<file path="config.mk">
export PLATFORM = sky130hd
export DESIGN_NAME = sample_select
export DESIGN_NICKNAME = d
export VERILOG_FILES = /design/src/logic/adc_capture_pkg.sv /design/src/logic/sample_select.sv
export SDC_FILE = /design/constraint.sdc
export NUM_CORES = 1
export LEC_CHECK = 0
export ABC_AREA = 1
export BUFFER_PORTS_ARGS = -buffer_cell sky130_fd_sc_hd__buf_2
export CORE_AREA = 5 5 91 93
export CTS_CLUSTER_SIZE = 20
export DETAILED_ROUTE_END_ITERATION = 10
export DIE_AREA = 0 0 96 98
export PLACE_DENSITY_LB_ADDON = 0.05
export SYNTH_ARGS = -nofsm -noshare
export SYNTH_HDL_FRONTEND = slang
export SYNTH_SLANG_ARGS = --single-unit
</file>
<file path="constraint.sdc">
create_clock -name clk -period 1.4 [get_ports clk]
set_input_delay 0 -clock clk [delete_from_list [all_inputs] [get_ports clk]]
set_output_delay 0 -clock clk [all_outputs]
set_load 0.005 [all_outputs]
</file>
<file path="src/logic/adc_capture_pkg.sv">
package adc_capture_pkg;

  // one signed ADC sample
  typedef logic signed [7:0] sample_t;

  // four samples of one channel in one clock, lane 0 in the top byte
  typedef union packed {
    sample_t [0:3] lanes;
    logic [31:0]   raw;
  } sample_word_u;

  // capture controller phases
  localparam logic [1:0] CAP_IDLE    = 2'd0;
  localparam logic [1:0] CAP_WRITE   = 2'd1;
  localparam logic [1:0] CAP_READ    = 2'd2;
  localparam logic [1:0] CAP_BACKOFF = 2'd3;

  // cycles from a buffer read strobe to its data
  localparam int BUF_LATENCY = 2;

  // buffer source codes
  localparam logic [1:0] SRC_ADC0_I = 2'd0;
  localparam logic [1:0] SRC_ADC0_Q = 2'd1;
  localparam logic [1:0] SRC_ADC1_I = 2'd2;
  localparam logic [1:0] SRC_ADC1_Q = 2'd3;

endpackage

</file>
<file path="src/logic/sample_select.sv">
module sample_select (
  input  logic                          clk,
  input  logic                          rst,
  input  logic [1:0]                    buf0_src,
  input  logic [1:0]                    buf1_src,
  input  logic [31:0]                   adc0_i,
  input  logic [31:0]                   adc0_q,
  input  logic [31:0]                   adc1_i,
  input  logic [31:0]                   adc1_q,
  output adc_capture_pkg::sample_word_u word0,
  output adc_capture_pkg::sample_word_u word1
);

  logic [1:0] src0_q;
  logic [1:0] src1_q;

  // pick one channel and split it into its four lanes
  function automatic adc_capture_pkg::sample_word_u pick(input logic [1:0] src);
    logic [31:0]                   bus;
    adc_capture_pkg::sample_word_u w;
    case (src)
      adc_capture_pkg::SRC_ADC0_I: bus = adc0_i;
      adc_capture_pkg::SRC_ADC0_Q: bus = adc0_q;
      adc_capture_pkg::SRC_ADC1_I: bus = adc1_i;
      default:                     bus = adc1_q;
    endcase
    for (int n = 0; n < 4; n++) begin
      w.lanes[n] = bus[31-8*n -: 8];
    end
    return w;
  endfunction

  always_ff @(posedge clk) begin
    if (rst) begin
      src0_q <= adc_capture_pkg::SRC_ADC0_I;
      src1_q <= adc_capture_pkg::SRC_ADC0_Q;
    end else begin
      src0_q <= buf0_src;
      src1_q <= buf1_src;
    end
  end

  // first pipeline stage
  always_ff @(posedge clk) begin
    word0 <= pick(src0_q);
    word1 <= pick(src1_q);
  end

endmodule

</file>
* Word level (Yosys, flattened, before mapping)
Index checks and enable logic that the tools add are counted.
Operators by class: muxes and demuxes 2, reductions and logical operators 2, equality and inequality tests 4
Operators with widths (number):
- $pmux 32 s3 | 2
- $eq 2x1->1 const B | 2
- $eq 2x2->1 const B | 2
- $logic_not 2->1 | 2
Word-level totals: bits of input ports 134, bits in registers 68, logic and storage cells 12, output and inout bits 64

* Longest topological paths before layout
Gate-level depths: netlist of run 1.
word-level depth 2, depth in mapped cells 4, gate-level depth less buffers 3

* Worst setup path before layout of run 1
No wires, ideal clock.
path kind reg-to-reg, start point register src0_q[0], end point register word0[0] (netlist bit), period minus slack after synthesis 0.895 ns, cell stages (with the launch flop) 5, library setup time 0.125 ns, arrival 0.770 ns, data required time 1.275 ns, path buffers 2, path slack 0.505 ns, cell sequence dfxtp_1 buf_4 buf_4 nand3_1 nand4_1
Between the ends: word-level cells in the longest chain between the ends 2, elaborated cells on any way between the ends 4, those cells by class 2 x eq/ne; 1 x mux; 1 x reduce/logical
RTL lines:
- start, declared | line sample_select.sv:14 | logic [1:0] src0_q;
- start signal, assigned | line sample_select.sv:35 | src0_q <= adc_capture_pkg::SRC_ADC0_I;
- start signal, assigned | line sample_select.sv:38 | src0_q <= buf0_src;
- $eq 2x2->1 (tied with other cells) | line sample_select.sv:21 | case (src)
- $pmux 32 s3 * | line sample_select.sv:21
- end signal, assigned | line sample_select.sv:45 | word0 <= pick(src0_q);
- end, declared | line sample_select.sv:10 | output adc_capture_pkg::sample_word_u word0,
Every way passes the cells marked *; elsewhere a longest branch is shown, timed or not. A chain may end at the register's enable or synchronous reset.

* Worst setup path in the final report of run 1
start point register src0_q[0], end point register word0[19] (netlist bit)
Same word-level chain as after synthesis.

==> reports/metrics.yaml, run 1 <==
timing:
  period_needed_ns: 1.19
  fin_ws_ns: 0.214
  worstMarginPinSlew_ns: 0.458
  relSlewSlack_pct: 69.5
  finalMaxSlewViolations: 0
  setup_viol: 0
  period_share_pct: 84.7
  finalHoldViolations: 0
  final.setup.tns_ns: 0
  clock_skew_ns: 0.0106
  fmax_mhz: 843
  rsz0062_at_grt: "no"
power:
  p_leak_uw: 0.00272
  peakVddDrop_mv: 0.553
  cellPowerDensity_nw_per_um2: 916
critical_path:
  rrSetupSlack_ns: 0.21
  r2r_cells: 4
  end_kind: "flop"
  rr_endpoint: "word0[19]$_DFF_P_"
  reg2reg_from: "src0_q[0]$_SDFF_PP0_"
  worst_ep_required_time_ns: 1.60
  cp-start-kind: "flop"
  cp_max_fo: 17
  cp_data_arrival_time_ns: 1.39
  crit_type: "flop to flop"
cts:
  clkSinkCount: 68
  tritoncts: "yes"
  clkLatencyLatePin_ns: 0.34
  clk_pin_slew_ns: 0.07
  cts_max_level: 3
  root_buffer: "clkbuf_8"
  numCtsBuffers: 9
  clk_path_buf_depth: 2
  cts_resized: 0
worst_hold_path:
  min_to: "word1[3]$_DFF_P_"
  hp-start: "adc0_i[3]"
  worstHoldPathCells: 4
  hp-class: "input port to flop"
floorplanning:
  start_util_pct: 44.6
  dieArea_um2: 9410
  io_pins: 198
  std_cell_rows: 32
  die_x_um: 96
  die_h_um: 98
  fp.coreArea_um2: 7450
placement:
  place_ws_ns: 0.269
  port_buffers: 197
  place.gp.congestion: 0.876
  place.detailed.hpwl_um: 8950
yosys:
  ys_types: 10
  synth-simple-area-share_pct: 49.2
  syn_area_um2: 3320
  syn_inst: 447
  synth.area.mux_share_pct: 0
  ys_ff_latch: 68
  yosys.area.top_type: "dfxtp_1"
  synth_fp_nets: 581
  yosysSeqAreaShare_pct: 41.0
  synth_top_area_share_pct: 41.0
  synth_compound_area_share_pct: 0
  synth_xor_area_share_pct: 0
  postSynthAreaPerCell_um2: 7.43
  yosysWarnings: 0
  synthTopCellsByArea: "dfxtp_1 41%, nand3_1 29%, nand4_1 12%, nand2_1 7.2%, buf_4 6.3%"
  synth_top_family_by_area: "simple AND/OR/NAND/NOR gates"
  synth-adder-area-share_pct: 0
finish:
  layout-drive-gt1-share_pct: 31.3
  fillerInstances: 531
  final_nets: 898
  diodes: 0
  utilization_pct: 78.7
  area_growth_pct: 76.6
run:
  max-cap-violations: 0
route:
  drt_iter0_markers: 413
  route.detailed.wl_per_inst_um: 17.3
  avgViaCountPerCell: 5.66
  drt_wl_total_um: 15100
  dr.pass1.iters: 5
  final_antenna_net_count: 0
  via_count: 4927
  drc: 0
global_routing:
  grt_usage_pct: 31.6
  antenna_found_initial: 0
  grt_max_degree: 43
  grt_pass1_vias: 5047
  grt_pass1_wl_um: 23600
  grt-ovfl-total: 0
run_status:
  status: "finished, final reports clean"
cells in the mapped netlist, drive strengths merged:
| master | number |
|---|---|
| nand2 | 64 |
| dfxtp | 68 |
| inv | 7 |
| or2 | 1 |
| nor2 | 5 |
| nand4 | 64 |
| nand3 | 192 |
| buf | 46 |
kinds of logic after synthesis:
kind of cell,after synthesis
flops,68
simple gates,326
buf+inv,53
flip-flops by register name, indices dropped and copies added (netlist names):
name	flops
src0_q	2
word0	32
word1	32
src1_q	2
area by class of cell:
class,instances,area [um^2],share of cell area (%)
inverter,7,26.3,0.448
clock buffer,11,141,2.41
timing repair buffer,352,2490,42.6
tap,102,128,2.18
clock inverter,5,75.1,1.28
sequential,68,1370,23.3
multi-input combinational,326,1630,27.8
worst max path at each step:
| stage | start | to | slack [ns] | cells after the start |
|---|---|---|---|---|
| after global routing | src1_q[0]$_SDFF_PP1_ | word1[31]$_DFF_P_ | 0.16 | 4 |
| after global placement | src0_q[0]$_SDFF_PP0_ | word0[19]$_DFF_P_ | 0.28 | 4 |
| final | src0_q[0]$_SDFF_PP0_ | word0[19]$_DFF_P_ | 0.21 | 4 |
| after detailed placement | src0_q[0]$_SDFF_PP0_ | word0[19]$_DFF_P_ | 0.27 | 4 |
| after CTS | src0_q[0]$_SDFF_PP0_ | word0[19]$_DFF_P_ | 0.25 | 4 |
| after floorplan | src0_q[0]$_SDFF_PP0_ | word0[0]$_DFF_P_ | 0.51 | 4 |
routing by layer:
metal	vias up	wire length (um)	GRT usage, %
li1	2247	-	-
met1	2242	5480	37.4
met2	376	7360	51.8
met3	62	1610	7.01
met4	0	607	18.1
met5	-	0	0
through the flow:
| stage | total power (uW) | hold WS [ns] | instances | area, um^2 |
|---|---|---|---|---|
| floorplan | 2720 | 0.0712 | 447 | 3320 |
| global placement | 3260 | 0.203 | 722 | 4320 |
| detailed placement | 3270 | 0.206 | 722 | 4320 |
| CTS | 5340 | 0.391 | 871 | 5860 |
| global route | 5610 | 0.418 | 871 | 5860 |
| finish | 5370 | 0.405 | 871 | 5860 |
timing repair:
action | CTS | global route
setup buffers | 0 | 0
hold buffers | 133 | 0
hold endpoints to repair | 68 | 0
power breakdown:
group          switching (uW)  internal [uW]  leakage, uW
clock                     761           1040     0.000113
sequential               72.8           2150     0.000573
combinational             646            697      0.00203
total                    1480           3890      0.00272
worst max-delay path, cell delays in order, from the launching register on:
cell and delay, ns:
dfxtp_2 0.52, inv_1 0.10, buf_4 0.22, nand3_1 0.09
nand4_1 0.11
cell usage in the layout (no fill, tap or decap):
cell type and instances:
nand2_1 64, nand3_1 192, bufinv_16 2, buf_4 21, clkbuf_8 10, buf_2 197, nor2_1 3, clkbuf_1 1
nor2_2 2, or2_2 1, clkinv_2 3, dfxtp_1 64, dfxtp_2 4, dlygate4sd3_1 133, nand4_1 64, inv_1 7
buf_12 1
No activity file was read; power rests on OpenSTA's default activity.
==> inputs of run 2 (changes only) <==
Settings changed: CORE_AREA 5 5 91 93 to 5 5 99 101, DIE_AREA 0 0 96 98 to 0 0 104 106.
Clock period 1.4 ns to 0.98 ns, I/O delays scaled along.
==> run 2 against run 1 <==
Net effect:
- maximum frequency rose by 25%
- global-route usage fell by 5.3 points
- combinational power rose by 51%
- non-clock buffer count rose by 3
- core utilization fell by 10 points
- power rose by 41%
- flip-flop and latch count did not move
- setup slack got worse by 0.18 ns
- cell area rose by 4.0%
- hold slack got worse by 0.0099 ns
- critical path type unchanged
- highest routed layer unchanged
==> reports/metrics.yaml, run 2 (synthesis results as in run 1) <==
power:
  p_clk_share_pct: 31.2
  p_leak_uw: 0.00279
  switching_power_uw: 2110
  peakVddDrop_mv: 0.613
  p_int_uw: 5440
  cellPowerDensity_nw_per_um2: 1240
  combPwrFrac_pct: 26.9
  power.share.sequential_pct: 41.9
  p_sw_share_pct: 28.0
route:
  avgViaCountPerCell: 5.34
  drc: 0
  dr.pass1.iters: 5
  route.detailed.wl_per_inst_um: 17.0
  via_count: 4707
  final_antenna_net_count: 0
  drt_iter0_markers: 299
  drt_wl_total_um: 15000
cts:
  tritoncts: "yes"
  clk_path_buf_depth: 2
  numCtsBuffers: 9
  post_cts_buffers: 0
  cts_max_level: 3
  root_buffer: "clkbuf_8"
  clk_pin_slew_ns: 0.08
  clkSinkCount: 68
  clkLatencyLatePin_ns: 0.34
run:
  max-cap-violations: 0
finish:
  fillerInstances: 728
  fin_cells: 881
  diodes: 0
  final_nets: 901
  utilization_pct: 68.3
  regArea_um2: 1380
  layout_commonest_cell: "buf_2"
  reg.largest.list: "word0 (32), word1 (32)"
  mostFrequentLayoutCells: "197 x buf_2, 191 x nand3_1, 133 x dlygate4sd3_1"
  area_growth_pct: 83.8
  multi_input_area_um2: 1650
  layout-drive-gt1-share_pct: 32.5
placement:
  place_ws_ns: -0.0420
  dp_cells: 732
  place.gp.congestion: 0.821
  place.detailed.hpwl_um: 9290
  port_buffers: 197
global_routing:
  grt-ovfl-total: 0
  grt_max_degree: 37
  grt_usage_pct: 26.3
  antenna_found_initial: 0
  grt_pass1_vias: 4921
  grt_pass1_wl_um: 23900
timing:
  setup_viol: 0
  rsz0062_at_grt: "yes"
  finalHoldViolations: 0
  clock_skew_ns: 0.00848
  period_share_pct: 96.6
  relSlewSlack_pct: 86.1
  fmax_mhz: 1060
  finalMaxSlewViolations: 0
  period_needed_ns: 0.946
  worstMarginPinSlew_ns: 0.209
  fin_ws_ns: 0.0337
critical_path:
  end_kind: "flop"
  r2r_cells: 4
  reg2reg_from: "src1_q[0]$_SDFF_PP1_"
  crit_type: "flop to flop"
  cp_slowest_stage_delay_ns: 0.41
  rrSetupSlack_ns: 0.03
  rr_endpoint: "word1[7]$_DFF_P_"
  crit_path_top_delay_cell: "dfxtp_4"
  cp_data_arrival_time_ns: 1.17
  cp-start-kind: "flop"
  worst_ep_required_time_ns: 1.21
  crit_chain: "inv_4 > clkbuf_16 > nand3_1 > nand4_1"
  cp_max_fo: 15
floorplanning:
  dieArea_um2: 11000
  die_x_um: 104
  io_pins: 198
  start_util_pct: 37.2
  std_cell_rows: 35
  fp.coreArea_um2: 8930
  die_h_um: 106
worst_hold_path:
  worstHoldPathCells: 3
  hp-start: "rst"
  hp-class: "input port to flop"
  min_to: "src1_q[1]$_SDFF_PP0_"
run_status:
  status: "finished, final reports clean"
-- run 2: cell types whose count changed in the layout (fill, tap and decap cells not counted), sizes merged --
| cell | previous run | this run |
|---|---|---|
| buf | 219 | 220 |
| bufinv | 2 | 1 |
| clkbuf | 11 | 14 |
| clkinv | 3 | 1 |
-- run 2: power groups by stage --
stage | Combinational (uW) | Sequential [uW] | Clock [uW]
2_1_floorplan | 632 | 3250 | 0
3_3_place_gp | 1530 | 3220 | 0
3_5_place_dp | 1550 | 3220 | 0
4_1_cts | 1970 | 3160 | 2390
5_1_grt | 2200 | 3190 | 2510
6_report | 2030 | 3160 | 2360
-- run 2: repair_timing --
action                                  4_1_cts  5_1_grt
cloned                                        0        2
hold buffers                                133        0
endpoints found under the setup margin       50       41
resized for setup                             7       12
hold endpoints to repair                     68        0
-- run 2: stage by stage --
stage               TNS (ns)  instance area [um^2]  hold WS (ns)  total power (uW)
floorplan                  0                  3320        0.0712              3880
global placement      -0.124                  4480         0.201              4760
detailed placement    -0.370                  4480         0.187              4770
CTS                 -0.00371                  6020         0.365              7510
global route         -0.0178                  6100         0.384              7900
finish                     0                  6100         0.395              7550
-- run 2: per-layer routing --
| metal | vias up | global-route usage [%] | share of wire (%) |
|---|---|---|---|
| met3 | 38 | 7.47 | 8.6 |
| met2 | 281 | 48.6 | 51 |
| li1 | 2256 | - | - |
| met4 | 0 | 11.1 | 2.5 |
| met5 | - | 0 | 0 |
| met1 | 2132 | 27.8 | 38 |
-- run 2: worst max-delay path: cells and delay by family, from the launching register on --
family	cells	cell delay [ns]
simple gates	2	0.17
buf+inv	2	0.25
flops	1	0.41
-- run 2: worst max path at each step --
stage,startpoint,to,cells after the start
global placement,src0_q[1]$_SDFF_PP0_,word0[27]$_DFF_P_,4
floorplan,src0_q[0]$_SDFF_PP0_,word0[0]$_DFF_P_,4
finish,src1_q[0]$_SDFF_PP1_,word1[7]$_DFF_P_,4
global route,src1_q[0]$_SDFF_PP1_,word1[22]$_DFF_P_,4
detailed placement,src0_q[1]$_SDFF_PP0_,word0[0]$_DFF_P_,4
CTS,src1_q[1]$_SDFF_PP0_,word1[17]$_DFF_P_,3
-- run 2: area by class of cell --
type                       count  share of cell area (%)
inverter                       7                   0.513
tap                          111                    2.28
sequential                    68                    22.6
timing repair buffer         355                    44.4
multi-input combinational    326                    27.1
clock buffer                  12                    2.54
clock inverter                 2                   0.574
==> inputs of run 3 (changes only) <==
Settings changed: CORE_AREA 5 5 99 101 to 3 3 91 93, DIE_AREA 0 0 104 106 to 0 0 94 96.
Clock period 0.98 ns to 0.95 ns, I/O delays scaled along.
==> run 3 against run 2 <==
Net effect:
- the run now ends with negative setup slack left
- maximum frequency fell by 3.4%
- clock power is 8% lower
- global-route usage rose by 6.4 points
- clock skew rose by 0.0019 ns
- flip-flop and latch count did not move
- critical path type unchanged
- critical endpoint is now word0[4]$_DFF_P_
- highest routed layer unchanged
==> reports/metrics.yaml, run 3 (synthesis results as in run 1) <==
run_status:
  status: "complete, but fails checks"
  violations: "negative setup slack"
floorplanning:
  die_x_um: 94
  std_cell_rows: 32
  start_util_pct: 43.6
  io_pins: 198
  dieArea_um2: 9020
  die_h_um: 96
  fp.coreArea_um2: 7610
placement:
  port_buffers: 197
  place.detailed.hpwl_um: 8910
  placed_cell_area_um2: 4490
  place_ws_ns: -0.0711
  place.gp.congestion: 0.808
global_routing:
  grt_pass1_vias: 4957
  grt_max_degree: 39
  grt-ovfl-total: 0
  grt_usage_pct: 32.7
  grt_pass1_wl_um: 23200
  antenna_found_initial: 1
route:
  drt_wl_total_um: 15600
  via_count: 5008
  route.detailed.wl_per_inst_um: 17.7
  final_antenna_net_count: 0
  drc: 0
  drt_iter0_markers: 371
  dr.pass1.iters: 5
  avgViaCountPerCell: 5.67
timing:
  setup_viol: 10
  fin_ws_ns: -0.0300
  fmax_mhz: 1020
  relSlewSlack_pct: 87.3
  worstMarginPinSlew_ns: 0.189
  rsz0062_at_grt: "yes"
  period_share_pct: 103
  period_needed_ns: 0.980
  finalHoldViolations: 0
  finalMaxSlewViolations: 0
  clock_skew_ns: 0.0104
finish:
  reg.largest.list: "word0 (32), word1 (32)"
  area_growth_pct: 87.0
  final_nets: 910
  final_area_um2: 6210
  layout-drive-gt1-share_pct: 34.5
  layout_commonest_cell: "buf_2"
  fillerInstances: 502
  mostFrequentLayoutCells: "197 x buf_2, 181 x nand3_1, 133 x dlygate4sd3_1"
cts:
  numCtsBuffers: 9
  clk_path_buf_depth: 2
  clk_pin_slew_ns: 0.07
  clkLatencyLatePin_ns: 0.34
  cts_max_level: 3
  clkSinkCount: 68
  tritoncts: "yes"
  post_cts_buffers: 0
  root_buffer: "clkbuf_8"
critical_path:
  crit_type: "flop to flop"
  worst_ep_required_time_ns: 1.16
  cp-start-kind: "flop"
  cp_max_fo: 17
  cp_data_arrival_time_ns: 1.19
  end_kind: "flop"
power:
  peakVddDrop_mv: 0.805
  p_leak_uw: 0.00283
  fin_total_pwr_uw: 7620
  cellPowerDensity_nw_per_um2: 1230
run:
  max-cap-violations: 0
worst_hold_path:
  hp-class: "input port to flop"
## run 3: changes by cell type in the layout (fill, tap and decap cells not counted), sizes merged
cell / change
clkbuf: +1
buf: +9
bufinv: -1
diode: +1
clkinv: +1
## run 3: path summary, 6_finish.rpt
path	from	cells after the start	slack [ns]	end
max	src0_q[0]$_SDFF_PP0_	4	-0.03	word0[4]$_DFF_P_
min	buf1_src[0]	3	0.38	src1_q[0]$_SDFF_PP1_
max reg2reg	src0_q[0]$_SDFF_PP0_	4	-0.03	word0[4]$_DFF_P_
min reg2reg	src0_q[1]$_SDFF_PP0_	3	0.75	word0[23]$_DFF_P_
## run 3: area by class of cell
class / count / area (um^2) / share of cell area, %
clock inverters: 2 / 10.0 / 0.161
flip-flops and latches: 68 / 1380 / 22.2
repair buffers: 364 / 2790 / 44.9
clock buffers: 13 / 159 / 2.56
multi-input cells: 326 / 1700 / 27.4
inverters: 7 / 41.3 / 0.665
well taps: 102 / 128 / 2.06
diodes: 1 / 2.50 / 0.0403
## run 3: worst max-delay path, cell delays in order (launching register included)
cell and delay (ns):
dfxtp_4 0.42, inv_4 0.06, buf_12 0.15, nand3_1 0.10, nand4_1 0.12
## run 3: layer usage
metal  vias up  share of wire (%)  track usage (%)
li1       2275                  -                -
met5         -                  0                0
met4         0                4.8             19.0
met2       393                 49             57.1
met1      2258                 36             36.0
met3        82                 10             8.21
## run 3: through the flow
step | std cells | hold slack, ns | util (%) | setup TNS, ns
floorplan | 447 | 0.0712 | - | 0
global placement | 731 | 0.189 | 59.1 | -1.31
detailed placement | 731 | 0.190 | 59.1 | -2.60
CTS | 879 | 0.363 | 79.0 | 0
global route | 883 | 0.402 | 81.6 | -1.28
finish | 883 | 0.378 | 81.6 | -0.0689
## run 3: repair_timing
action | CTS | global route
cloned | 0 | 3
endpoints found under the setup margin | 64 | 54
hold buffers | 133 | 0
pin swaps | 0 | 3
resized for setup | 9 | 36
hold endpoints to repair | 68 | 0
## run 3: report_power, final
part / internal [uW] / switching, uW
Sequential: 3160 / 114
Clock: 1070 / 1100
Combinational: 1160 / 1020
Total: 5390 / 2230
