### src/logic/adc_capture_pkg.sv
package adc_capture_pkg;

  // one signed ADC sample
  typedef logic signed [7:0] sample_t;

  // four samples of one channel in one clock, lane 0 in the top byte
  typedef union packed {
    sample_t [0:3] lanes;
    logic [31:0]   raw;
  } sample_word_u;

  // capture controller phases
  localparam logic [1:0] CAP_IDLE    = 2'd0;
  localparam logic [1:0] CAP_WRITE   = 2'd1;
  localparam logic [1:0] CAP_READ    = 2'd2;
  localparam logic [1:0] CAP_BACKOFF = 2'd3;

  // cycles from a buffer read strobe to its data
  localparam int BUF_LATENCY = 2;

  // buffer source codes
  localparam logic [1:0] SRC_ADC0_I = 2'd0;
  localparam logic [1:0] SRC_ADC0_Q = 2'd1;
  localparam logic [1:0] SRC_ADC1_I = 2'd2;
  localparam logic [1:0] SRC_ADC1_Q = 2'd3;

endpackage

### src/logic/buffer_port_if.sv
interface buffer_port_if #(
  parameter int ADDR_BITS = 6
);

  logic                         wr_en;
  logic                         rd_en;
  // shared by both strobes, only one is ever high
  logic [ADDR_BITS-1:0]         addr;
  adc_capture_pkg::sample_word_u wr_data0;
  adc_capture_pkg::sample_word_u wr_data1;

  modport seq (
    output wr_en, rd_en, addr, wr_data0, wr_data1
  );

  modport mem (
    input wr_en, rd_en, addr, wr_data0, wr_data1
  );

endinterface

### src/logic/buffer_sequencer.sv
module buffer_sequencer #(
  parameter int ADDR_BITS = 6
) (
  input  logic                          clk,
  input  logic                          rst,
  input  logic [1:0]                    phase,
  input  adc_capture_pkg::sample_word_u word0,
  input  adc_capture_pkg::sample_word_u word1,
  buffer_port_if.seq                    port,
  output logic                          write_done,
  output logic                          read_done
);

  localparam logic [1:0] W_IDLE   = 2'd0;
  localparam logic [1:0] W_STROBE = 2'd1;
  localparam logic [1:0] W_GAP    = 2'd2;
  localparam logic [1:0] W_DONE   = 2'd3;

  localparam logic [1:0] R_IDLE = 2'd0;
  localparam logic [1:0] R_RUN  = 2'd1;
  localparam logic [1:0] R_DONE = 2'd2;

  // read progress counts cycles, the lsb is the strobe/gap toggle
  localparam logic [ADDR_BITS:0] R_LAST_PROG = {{ADDR_BITS{1'b1}}, 1'b0};

  logic [1:0]           w_state;
  logic [ADDR_BITS-1:0] w_addr;
  logic                 w_last;
  logic [1:0]           r_state;
  logic [ADDR_BITS:0]   r_prog;
  logic                 r_last;
  logic                 wr_strobe;

  // write machine, one write then one gap
  always_ff @(posedge clk) begin
    write_done <= 1'b0;
    w_last     <= &w_addr;
    if (rst) begin
      w_state <= W_IDLE;
      w_addr  <= '0;
    end else begin
      case (w_state)
        W_IDLE: begin
          w_addr <= '0;
          if (phase == adc_capture_pkg::CAP_WRITE) begin
            w_state <= W_STROBE;
          end
        end
        W_STROBE: w_state <= W_GAP;
        W_GAP: begin
          if (w_last) begin
            write_done <= 1'b1;
            w_state    <= W_DONE;
          end else begin
            w_addr  <= w_addr + 1'b1;
            w_state <= W_STROBE;
          end
        end
        // hold until the controller has left the write phase
        default: begin
          if (phase != adc_capture_pkg::CAP_WRITE) begin
            w_state <= W_IDLE;
          end
        end
      endcase
    end
  end

  // read machine, strobe on even progress counts
  always_ff @(posedge clk) begin
    read_done <= 1'b0;
    r_last    <= r_prog == R_LAST_PROG - 1'b1;
    if (rst) begin
      r_state <= R_IDLE;
      r_prog  <= '0;
    end else begin
      case (r_state)
        R_IDLE: begin
          r_prog <= '0;
          if (phase == adc_capture_pkg::CAP_READ) begin
            r_state <= R_RUN;
          end
        end
        R_RUN: begin
          r_prog <= r_prog + 1'b1;
          if (r_last) begin
            read_done <= 1'b1;
            r_state   <= R_DONE;
          end
        end
        default: begin
          if (phase != adc_capture_pkg::CAP_READ) begin
            r_state <= R_IDLE;
          end
        end
      endcase
    end
  end

  assign wr_strobe = w_state == W_STROBE;

  always_comb begin
    port.wr_en    = wr_strobe;
    port.rd_en    = (r_state == R_RUN) && !r_prog[0];
    port.addr     = wr_strobe ? w_addr : r_prog[ADDR_BITS:1];
    port.wr_data0 = word0;
    port.wr_data1 = word1;
  end

endmodule

### src/flat_wrapper.sv
// flat-port wrapper written by rule: the top's interface ports become plain ports
module buffer_sequencer_flat 
#(
  parameter int ADDR_BITS = 6
)
  (clk, rst, phase, word0, word1, write_done, read_done, port_wr_en, port_rd_en, port_addr, port_wr_data0, port_wr_data1);
  buffer_port_if #(.ADDR_BITS(ADDR_BITS)) port_i ();
  input  logic clk;
  input  logic rst;
  input  logic [1:0] phase;
  input  adc_capture_pkg::sample_word_u word0;
  input  adc_capture_pkg::sample_word_u word1;
  output logic write_done;
  output logic read_done;
  output wire logic [$bits(port_i.wr_en)-1:0] port_wr_en;
  output wire logic [$bits(port_i.rd_en)-1:0] port_rd_en;
  output wire logic [$bits(port_i.addr)-1:0] port_addr;
  output wire logic [$bits(port_i.wr_data0)-1:0] port_wr_data0;
  output wire logic [$bits(port_i.wr_data1)-1:0] port_wr_data1;
  assign port_wr_en = port_i.wr_en;
  assign port_rd_en = port_i.rd_en;
  assign port_addr = port_i.addr;
  assign port_wr_data0 = port_i.wr_data0;
  assign port_wr_data1 = port_i.wr_data1;
  buffer_sequencer #(.ADDR_BITS(ADDR_BITS)) u_core (.clk(clk), .rst(rst), .phase(phase), .word0(word0), .word1(word1), .port(port_i), .write_done(write_done), .read_done(read_done));
endmodule
### config.mk
export PLATFORM = sky130hd
export DESIGN_NAME = buffer_sequencer_flat
export DESIGN_NICKNAME = d
export VERILOG_FILES = /design/src/logic/adc_capture_pkg.sv /design/src/logic/buffer_port_if.sv /design/src/logic/buffer_sequencer.sv /design/src/flat_wrapper.sv
export SDC_FILE = /design/constraint.sdc
export NUM_CORES = 1
export LEC_CHECK = 0
export BUFFER_PORTS_ARGS = -buffer_cell sky130_fd_sc_hd__buf_2
export CORE_UTILIZATION = 35
export CTS_BUF_LIST = sky130_fd_sc_hd__clkbuf_4
export CTS_CLUSTER_SIZE = 24
export DETAILED_ROUTE_END_ITERATION = 10
export PLACE_DENSITY_LB_ADDON = 0.12
export SLEW_MARGIN = 20
export SYNTH_ARGS = -nofsm -noshare
export SYNTH_HDL_FRONTEND = slang
export SYNTH_SLANG_ARGS = --single-unit
export TNS_END_PERCENT = 5
### constraint.sdc
create_clock -name clk -period 2.8 [get_ports clk]
set_input_delay 0.56 -clock clk [delete_from_list [all_inputs] [get_ports clk]]
set_output_delay 0.56 -clock clk [all_outputs]
set_load 0.005 [all_outputs]
After elaboration in Yosys (flattened, before gate mapping)
Cells that the tools add are included.

Reductions and logical operators: 14. Eq/ne operators: 12. $add $sub $neg: 2. Mux-type cells: 14. Bitwise logic cells: 2.

Operators with widths (number): 7-bit case mux with 2 select lines (1); 2-bit 2-to-1 mux (6); 6-bit 2-to-1 mux (2); 6-bit case mux with 2 select lines (1); 2-bit by 1-bit != test with 1-bit output, second input constant (4); 7-bit by 1-bit adder with 7-bit output, second input constant (1); 7-bit == test, second input constant (1); 6-bit by 1-bit adder with 6-bit output, second input constant (1); 2-bit by 1-bit == test with 1-bit output, second input constant (3); 2-bit case mux with 3 select lines (1); 6-bit AND reduction (1); 2-bit == test, second input constant (2); 2-bit logical NOT (2); 2-bit != test, second input constant (2); 2-bit case mux with 2 select lines (1); 2-bit AND reduction (2); 2-bit nonzero test (2); 4-bit nonzero test (1); 2-bit OR reduction (2); 3-bit AND reduction (1); 3-bit nonzero test (1); 1-bit 2-to-1 mux (2); 1-bit inverter (2); 1-bit logical AND (1); 1-bit logical NOT (1).

Register bits after elaboration: 21. Logic and storage cells: 52.

Logic depth before layout (Yosys ltp)
Gate-level depths: netlist of the first run.

Depth in word-level cells: 3. Depth in mapped cells: 5. Depth with buffers taken out: 5.

Worst setup path after synthesis of the first run
No wires, ideal clock.

Path type: register to output. Start: register u_core.w_state[1]. End: output port port_addr[1]. Slack: 1128 ps. Arrival time: 1112 ps. Data required time: 2240 ps. Cell stages (with the launch flop): 5. Path buffers: 2. Cell sequence: dfxtp_1 > buf_6 > and2b_2 > buf_2 > mux2_2.

Word-level cells in the longest chain between the ends: 2.

RTL lines: start, declared (line buffer_sequencer.sv:26) `logic [1:0] w_state;`; start signal, assigned (line buffer_sequencer.sv:39) `w_state <= W_IDLE;`; start signal, assigned (line buffer_sequencer.sv:46) `w_state <= W_STROBE;`; start signal, assigned (line buffer_sequencer.sv:49) `W_STROBE: w_state <= W_GAP;`; 2-bit by 1-bit == test with 1-bit output (line buffer_sequencer.sv:100) `assign wr_strobe = w_state == W_STROBE;`; net port_wr_en (line flat_wrapper.sv:15) `output wire logic [$bits(port_i.wr_en)-1:0] port_wr_en;`; 6-bit 2-to-1 mux (line buffer_sequencer.sv:105) `port.addr = wr_strobe ? w_addr : r_prog[ADDR_BITS:1];`; end, declared (line flat_wrapper.sv:17) `output wire logic [$bits(port_i.addr)-1:0] port_addr;`.

The timed path passes the listed nets, and every way through them passes these cells.

Worst setup path after layout of the first run
Start: register u_core.w_state[0]. End: output port port_addr[5].

Word-level cells in the longest chain between the ends: 2.

RTL lines (line): 2-bit by 1-bit == test with 1-bit output (buffer_sequencer.sv:100); 6-bit 2-to-1 mux (buffer_sequencer.sv:105).

Every way passes these cells.

==> run metrics, run 1 <==
post-synth top area share=around 32%; post-synth top area cell=buf_4; Die Ht=67.4 um; average routed wire per standard cell=~17 um; Crit Path Max Fanout=13; Setup crit end kind=output pin; largest net degree at the start of global routing=14; crit-path cells=and2b_2, mux2_2, buf_2; commonest cells in the netlist=buf_4 (64), dfxtp_1 (21), nand2_1 (10), a21oi_1 (9), nor2_1 (9); # resized after CTS=0; clk slew on worst S/H paths=0.13 ns; vias per std cell=5.35; multiplexer area fraction after synthesis=3.76%; number of library cell types mapped by synthesis=35; critical path's top delay family=flip-flops; drt total wl=2940 um; Die W=67.4 um; Worst-Margin Slew=0.380 ns; DP HPWL=2230 um; Synth warnings=0; 1st-iter DRT viols=49; drt drc=0; Final setup viols=0; RSZ-0062 raised after global routing=no; CTS Sinks=21; CP startpoint=u_core.w_state[0]$_SDFFE_PP0P_; # diodes=0; CTS H-Tree Depth=1; Clk Latency, worst-skew pair=0.31 ns; Worst path max stage delay=between 0.5 and 0.6 ns; DR pass1 iterations=4; CP Buf/Inv Count=1; FILL cells=between 400 and 500; most frequent cell after synthesis=buf_4; CTS Root Buffer Type=clkbuf_4; Max Clock Freq=roughly 460 MHz; Syn Nets=around 250; Hold WC Path Type=flop to flop; post-synthesis xor/xnor area fraction=1.17%; Max Cap Violations=0; dpl ws=around 0.95 ns; Core Box Area=0.00406 sq mm; post-route minimum period=2.20 ns; GPL Wtd Cong=between 0.7 and 0.8; synthesized area=around 0.0015 sq mm; Post-Synth Adder-Cell Area=about 3.2%; met2 Track Usage GR=between 10% and 20%; Synth Area in Simple Gates=17.0%; syn avg cell area=8.32 sq um; Worst Path Arrival=1.64 ns; CTS Buf Count=3; CTS tree=yes; final std cells w/o fill=about 180; synth top area cells=buf_4 (32%), dfxtp_1 (28%), mux2_2 (3.8%); M1 GR Usage=~15%; DIE AREA=approximately 0.0045 sq mm; post-synthesis sequential area ratio=28.1%; placed cell count=between 150 and 200; Via Count=between 900 and 1000; clock skew=0.0133 ns; Boundary Pins=about 140; Final nets=200; Final Power=0.000487 W; global-route wire length before repair=4440 um; antenna violations before repair=0; Post-synth EDFFs=0; layout cells sized above 1=19.5%; GRT busiest layer=met2; Initial Utilization=36.9%; VDD IR max=0.262 mV; post-CTS setup buffers=0; source of the worst hold timing path=u_core.r_prog[6]$_SDFFE_PP0P_; Yosys reg bits=21; largest family of logic cells by synthesized area=buffers and inverters; Synth Flop Type=dfxtp_1; outcome=finished clean; static leakage=0.419 nW; crit start category=flop; data required time of the worst path=2.24 ns; Final Hold Viols=0; Site Rows=23; Worst Slack Setup Final=roughly 0.60 ns; worst relative slew slack=74.6%; Tcrit/Tclk final=between 70% and 80%; PortBufs=13; power density over cell area=approximately 430 mW/mm^2; FF-to-FF Start=u_core.w_addr[0]$_SDFFE_PP0P_; CP max stage cell=dfxtp_1; GR Overflow Total=0; overall fraction of global-route tracks in use=about an eighth; Slew Limit Fails=0; setup_tns=0 ns; remaining antenna violation count after routing=0; Syn-to-layout area delta=-23.6%; hold-fix buffers at CTS=0; met3 GRT Util=6.08%; Syn Inst Count=between 150 and 200; Synth Area in Compound Gates=around an eighth; CP Class=flop to output pin; Synth async-reset ratio=0%; vias in the first global route=912; maximum clock insertion buffer count=2
worst register-to-register path, delay by kind of cell (launching register included):
family,cells,cell delay [ns]
flip-flops,1,0.46
adder cells (fa/ha/maj),1,0.22
AO/OA/AOI/OAI,1,0.15
AND/OR/NAND/NOR,2,0.62
report_power, final:
part / internal (W) / switching [W] / total [W]
clock: 0.0000533 / 0.0000983 / 0.000152
sequential: 0.000302 / 0.00000678 / 0.000309
combinational: 0.0000124 / 0.0000143 / 0.0000268
cells in the final DEF (no fill, tap or decap), types with 2 or more instances in the layout:
| cell | netlist | final |
|---|---|---|
| dfxtp_1 | 21 | 21 |
| buf_2 | 1 | 13 |
| nand2_1 | 10 | 10 |
| nor2_1 | 9 | 9 |
| a21oi_1 | 9 | 9 |
| inv_1 | 5 | 5 |
| mux2_2 | 5 | 5 |
| nand3_1 | 4 | 4 |
| o21ai_0 | 4 | 4 |
| nand2b_1 | 4 | 4 |
| a31oi_1 | 4 | 4 |
| or4_1 | 4 | 4 |
| o31ai_1 | 3 | 3 |
| ha_1 | 3 | 3 |
| clkbuf_4 | 0 | 3 |
| nor3b_1 | 2 | 2 |
| nand4_1 | 2 | 2 |
| nand4b_1 | 2 | 2 |
| o22ai_1 | 2 | 2 |
| nor3_1 | 2 | 2 |
| o21bai_1 | 2 | 2 |
| or3_1 | 2 | 2 |
| xor2_1 | 2 | 2 |
state kept, by name (all words and copies together) (netlist names):
name and count:
u_core.r_state 2, u_core.w_last 1, u_core.w_state 2, u_core.read_done 1, u_core.w_addr 6, u_core.r_last 1
u_core.write_done 1, u_core.r_prog 7
final timing paths:
check | cells past startpoint | slack, ns | to
setup / recovery | 3 | 0.60 | port_addr[5]
hold / removal | 2 | 0.49 | u_core.r_last$_DFF_P_
setup reg to reg | 4 | 1.29 | u_core.w_addr[4]$_SDFFE_PP0P_
hold reg to reg | 2 | 0.49 | u_core.r_last$_DFF_P_
layout make-up:
type	instances	area, sq um	area share, %
clock buffers	3	22.5	1.97
repair buffers	13	65.1	5.68
multi-input cells	85	551	48.1
well taps	50	62.6	5.46
flip-flops and latches	21	420	36.7
clock inverters	1	5.00	0.437
inverters	5	18.8	1.64
kinds of logic after synthesis:
kind of cell | after synthesis
DFF | 21
buffers and inverters | 74
adders and majority gates | 4
and+or+nand+nor | 46
muxes | 5
AOI/OAI and AO/OA | 28
xor gates and xnor gates | 2
through the flow:
step	utilization, %	cell area [sq um]	hold slack [ns]
6_report	28.2	1140	0.487
4_1_cts	28.2	1140	0.486
3_3_place_gp	27.5	1120	0.470
2_1_floorplan	-	1500	0.425
5_1_grt	28.2	1140	0.519
3_5_place_dp	27.5	1120	0.467
routing by layer:
metal  routed length (um)  share of wire, %  up-vias
li1                     -                 -      441
met1                 1120                38      427
met2                 1290                44       45
met3                  327                11       40
met4                  201               6.8        0
met5                    0                 0        -
(Power assumes the default switching activity.)
==> run 2: changes to the inputs <==
--- a/config.mk
+++ b/config.mk
@@ -5,6 +5,7 @@
 export SDC_FILE = /design/constraint.sdc
 export NUM_CORES = 1
 export LEC_CHECK = 0
+export ABC_AREA = 1
 export BUFFER_PORTS_ARGS = -buffer_cell sky130_fd_sc_hd__buf_2
 export CORE_UTILIZATION = 35
 export CTS_BUF_LIST = sky130_fd_sc_hd__clkbuf_4
==> constraint.sdc (replaced) <==
create_clock -name clk -period 2.1 [get_ports clk]
set_input_delay 0.42 -clock clk [delete_from_list [all_inputs] [get_ports clk]]
set_output_delay 0.42 -clock clk [all_outputs]
set_load 0.005 [all_outputs]
==> run 2 against run 1 <==
- critical path depth grew 3
- largest power group unchanged
- register-to-register slack lost 0.35 ns
- die area shrank 2.9%
- global-route usage shrank 1.3 points
- core utilization shrank 0.31 points
- total power grew 35%
- sequential cell count is the same
- clock power grew 31%
- non-clock buffer count is the same
- routed wire length shrank 11%
- critical path type unchanged
==> run metrics, run 2 <==
CTS Sinks=21; multiplexer area fraction after synthesis=0%; Final setup viols=0; Synth warnings=0; DR pass1 iterations=4; VDD IR max=0.279 mV; CTS Buf Count=3; Worst path max stage delay=0.44 ns; outcome=finished clean; syn avg cell area=7.26 sq um; Die Ht=roughly 66 um; vias per std cell=~4.6; Synth async-reset ratio=0%; Core Box Area=0.00400 sq mm; Hold WC Path Type=input pin to flop; Worst Path Arrival=~1.4 ns; largest net degree at the start of global routing=13; Synth Area in Simple Gates=20.2%; Die W=66.4 um; drt total wl=~2600 um; Syn Nets=271; Regs by FF count=u_core.r_prog: 7 flops, u_core.w_addr: 6 flops; Max Clock Freq=539 MHz; post-synthesis sequential area ratio=28.9%; met2 Track Usage GR=18.6%; FILL cells=442; final hold slack=between 0.3 and 0.4 ns; Site Rows=23; register name with the most flops=u_core.r_prog; number of flip-flops under the largest register name=7; number of library cell types mapped by synthesis=22; Setup crit end kind=output pin; Syn Inst Count=200; commonest cells in the netlist=buf_4 (64), nand2_1 (35), dfxtp_1 (21), nor2_1 (21), inv_1 (11); post-route minimum period=roughly 1.9 ns; CTS H-Tree Depth=1; post-synth top area share=approximately 33%; largest family of logic cells by synthesized area=buffers and inverters; GPL Wtd Cong=0.788; clock skew=0.0121 ns; most used cell, CP=nand2_1; M1 GR Usage=13.3%; PortBufs=13; overall fraction of global-route tracks in use=11.8%; Syn-to-layout area delta=-23.2%; RSZ-0062 raised after global routing=no; GR Overflow Total=0; DIE AREA=0.00441 sq mm; 1st-iter DRT viols=21; Yosys reg bits=21; WHS Path Cells=4; power density over cell area=588 mW/mm^2; worst relative slew slack=around 78%; crit-path cells=inv_2, nor2_4, inv_1, nand2_1, nand2_1, buf_2; # diodes=0; Slew Limit Fails=0; DP HPWL=2110 um; met3 GRT Util=4.66%; CTS tree=yes; remaining antenna violation count after routing=0; Crit Path Max Fanout=11; Max Cap Violations=0; Boundary Pins=142; Synth Flop Type=dfxtp_1; global-route wire length before repair=3970 um; Final Hold Viols=0; most frequent cell after synthesis=buf_4; FF-to-FF path depth=6; Synth Area in Compound Gates=9.56%; Clk Latency, worst-skew pair=0.31 ns; GRT busiest layer=met2; clk slew on worst S/H paths=between 0.1 and 0.15 ns; vias in the first global route=875; Worst-Margin Slew=0.323 ns; crit start category=flop; maximum clock insertion buffer count=2; Post-Synth Adder-Cell Area=2.58%; synth top area cells=buf_4 (33%), dfxtp_1 (29%), nand2_1 (9.0%); Tcrit/Tclk final=88.3%; CP max stage cell=dfxtp_1; Worst Slack Setup Final=0.245 ns; Initial Utilization=36.3%; post-synth top area cell=buf_4; most frequent cells in the layout=nand2_1 (35), nor2_1 (21), dfxtp_1 (21); setup_tns=0 ns; static leakage=0.465 nW; average routed wire per standard cell=~13 um; CTS Root Buffer Type=clkbuf_4; Via Count=929; commonest non-fill, non-tap cell in the layout=nand2_1; synthesized area=0.00145 sq mm; data required time of the worst path=between 1.5 and 2 ns; Final nets=223; drt drc=0; CP Class=flop to output pin; hold-fix buffers at CTS=0; post-synthesis xor/xnor area fraction=0.603%; antenna violations before repair=0; Post-synth EDFFs=0; layout cells sized above 1=~19%; dpl ws=around 0.43 ns
[run 2: changes by cell type in the layout (fill, tap and decap cells not counted), sizes merged, moves of 5 or more]
cell and change:
mux2 -5, inv +10, o21ai +5, nand2 +26, nor2 +16
[run 2: final timing paths]
| path | from | to | slack [ns] |
|---|---|---|---|
| worst max-delay path | u_core.w_state[0]$_SDFFE_PP0P_ | port_addr[1] | 0.25 |
| worst min-delay path | phase[0] | u_core.r_state[1]$_SDFFE_PP0P_ | 0.39 |
| worst max register to register | u_core.w_addr[0]$_SDFFE_PP0P_ | u_core.w_addr[4]$_SDFFE_PP0P_ | 0.94 |
| worst min register to register | u_core.r_state[1]$_SDFFE_PP0P_ | u_core.r_state[1]$_SDFFE_PP0P_ | 0.50 |
[run 2: what timing repair did]
| item | in CTS | in global routing |
|---|---|---|
| setup buffers | 0 | 0 |
| setup endpoints to repair | 0 | 3 |
| resized for setup | 0 | 1 |
[run 2: area by class of cell]
| cell class | count | area, sq um | share of cell area, % |
|---|---|---|---|
| clock buffer | 3 | 22.5 | 2.02 |
| tap | 50 | 62.6 | 5.61 |
| timing repair buffer | 13 | 65.1 | 5.83 |
| multi-input combinational | 98 | 484 | 43.4 |
| sequential | 21 | 420 | 37.7 |
| clock inverter | 1 | 5.00 | 0.448 |
| inverter | 15 | 56.3 | 5.04 |
[run 2: per-layer routing]
metal / share of wire, % / vias up
met2: 45 / 47
met3: 9.7 / 20
met1: 41 / 397
met5: 0 / -
met4: 3.7 / 0
li1: - / 465
[run 2: kinds of logic after synthesis]
| kind of cell | after synthesis |
|---|---|
| AOI/OAI and AO/OA | 23 |
| buffers and inverters | 81 |
| xor gates and xnor gates | 1 |
| DFF | 21 |
| adders and majority gates | 3 |
| and+or+nand+nor | 71 |
[run 2: per-stage QoR]
stage                     utilization, %  power [W]  cell area [sq um]  std cells
after floorplan                        -   0.000553               1450        200
after global placement              27.1   0.000466               1080        197
after detailed placement            27.1   0.000466               1080        197
after CTS                           27.8   0.000673               1110        201
after global routing                27.9   0.000699               1120        201
final                               27.9   0.000656               1120        201
[run 2: where the power goes]
group | internal (W) | total (W) | switching (W)
clock network | 0.0000710 | 0.000199 | 0.000128
logic | 0.0000163 | 0.0000451 | 0.0000288
registers | 0.000404 | 0.000412 | 0.00000839
total | 0.000491 | 0.000656 | 0.000165
[run 2: critical path: cells and delay by family (launching register included)]
kind,cells,cell delay (ns)
buffers and inverters,3,0.35
flip-flops,1,0.44
AND/OR/NAND/NOR,3,0.36
==> run 3: changes to the inputs <==
--- a/config.mk
+++ b/config.mk
@@ -5,7 +5,6 @@
 export SDC_FILE = /design/constraint.sdc
 export NUM_CORES = 1
 export LEC_CHECK = 0
-export ABC_AREA = 1
 export BUFFER_PORTS_ARGS = -buffer_cell sky130_fd_sc_hd__buf_2
 export CORE_UTILIZATION = 35
 export CTS_BUF_LIST = sky130_fd_sc_hd__clkbuf_4
==> constraint.sdc (replaced) <==
create_clock -name clk -period 2.1 [get_ports clk]
set_input_delay 0.42 -clock clk [delete_from_list [all_inputs] [get_ports clk]]
set_output_delay 0.42 -clock clk [all_outputs]
set_load 0.01 [all_outputs]
==> run 3 against run 2 <==
- core utilization up 0.56 points
- die area up 3.0%
- setup slack worse by 0.11 ns
==> run metrics, run 3 (same netlist as run 1, synthesis figures left out) <==
outcome=finished clean; Final Util=28.5%; GR Overflow Total=0; Max Cap Violations=0; layout cells sized above 1=a little over 20%; RSZ-0062 raised after global routing=no; 1st-iter DRT viols=50; Worst Path Arrival=1.55 ns; Core Box Area=0.00406 sq mm; VDD IR max=0.367 mV; Site Rows=23; # resized after CTS=0; CTS H-Tree Depth=1; clock skew=0.000812 ns; overall fraction of global-route tracks in use=13.4%; Initial Utilization=between 30% and 40%; Worst path max stage delay=0.51 ns; largest net degree at the start of global routing=14; hold-fix buffers at CTS=0; # diodes=0; commonest non-fill, non-tap cell in the layout=dfxtp_1; Max Clock Freq=a little over 500 MHz; final hold slack=0.407 ns; CP Class=flop to output pin; CTS tree=yes; PortBufs=13; crit-path cells=and2b_2, mux2_2, buf_2; CTS Sinks=21; Final setup viols=0; crit start category=flop; Tcrit/Tclk final=93.6%; GPL Wtd Cong=~0.74; global-route wire length before repair=4530 um; Slew Limit Fails=0; Hold WC Path Type=input pin to flop; DP HPWL=between 2000 and 2500 um; vias per std cell=5.29; Crit Path Max Fanout=9; post-CTS setup buffers=0; Via Count=947; CTS Root Buffer Type=clkbuf_4; vias in the first global route=920; maximum clock insertion buffer count=2; Final nets=201; Final Power=around 0.00066 W; most frequent cells in the layout=dfxtp_1 (21), buf_2 (13), nand2_1 (10); post-route minimum period=just under 2 ns; Regs by FF count=u_core.r_prog: 7 flops, u_core.w_addr: 6 flops; number of flip-flops under the largest register name=7; average routed wire per standard cell=16.1 um; Setup crit end kind=output pin; antenna violations before repair=0; DIE AREA=0.00454 sq mm; CP max stage cell=dfxtp_1; Syn-to-layout area delta=-22.9%; data required time of the worst path=1.68 ns; DR pass1 iterations=4; power density over cell area=~570 mW/mm^2; Clk Latency, worst-skew pair=0.30 ns; static leakage=0.425 nW; Final Hold Viols=0; Worst-Margin Slew=0.371 ns; register name with the most flops=u_core.r_prog; drt total wl=just under 3000 um; drt drc=0; worst relative slew slack=roughly three quarters; clk slew on worst S/H paths=0.12 ns; setup_tns=0 ns; Die W=67.4 um; Boundary Pins=142; CTS Buf Count=3; Die Ht=~67 um; remaining antenna violation count after routing=0
[run 3: final cells by class]
class,count,area [sq um]
repair buffers,14,72.6
inverters,5,18.8
clock buffers,4,30.0
well taps,50,62.6
fillers,447,2900
multi-input cells,85,551
flip-flops and latches,21,420
[run 3: final timing paths]
| check | startpoint | slack (ns) | depth (start not counted) | endpoint |
|---|---|---|---|---|
| setup reg to reg | u_core.w_addr[0]$_SDFFE_PP0P_ | 0.58 | 4 | u_core.w_addr[4]$_SDFFE_PP0P_ |
| hold / removal | phase[1] | 0.41 | 2 | u_core.r_state[1]$_SDFFE_PP0P_ |
| setup / recovery | u_core.w_state[1]$_SDFFE_PP0P_ | 0.13 | 3 | port_addr[1] |
| hold reg to reg | u_core.r_prog[6]$_SDFFE_PP0P_ | 0.48 | 2 | u_core.r_last$_DFF_P_ |
[run 3: critical path: cells and delay by family (launching register included)]
family	cells	cell delay, ns
flip-flops	1	0.51
multiplexers	1	0.28
AND/OR/NAND/NOR	1	0.32
buffers and inverters	1	0.14
[run 3: layer usage]
metal  global-route usage (%)  vias to the layer above  part of all wire [%]
met4                     10.6                        0                   7.0
met5                        0                        -                     0
met2                     20.0                       44                    43
li1                         -                      446                     -
met3                     6.08                       40                    12
met1                     14.5                      417                    38
[run 3: through the flow]
step / area, sq um / worst slack (ns) / std cells
after floorplan: 1500 / 0.526 / 180
after global placement: 1120 / 0.505 / 175
after detailed placement: 1120 / 0.462 / 175
after CTS: 1150 / 0.103 / 179
after global routing: 1150 / 0.0428 / 179
final: 1150 / 0.134 / 179
[run 3: power breakdown]
| part | switching, W | internal (W) |
|---|---|---|
| sequential | 0.00000664 | 0.000403 |
| clock | 0.000125 | 0.0000869 |
| combinational | 0.0000233 | 0.0000179 |
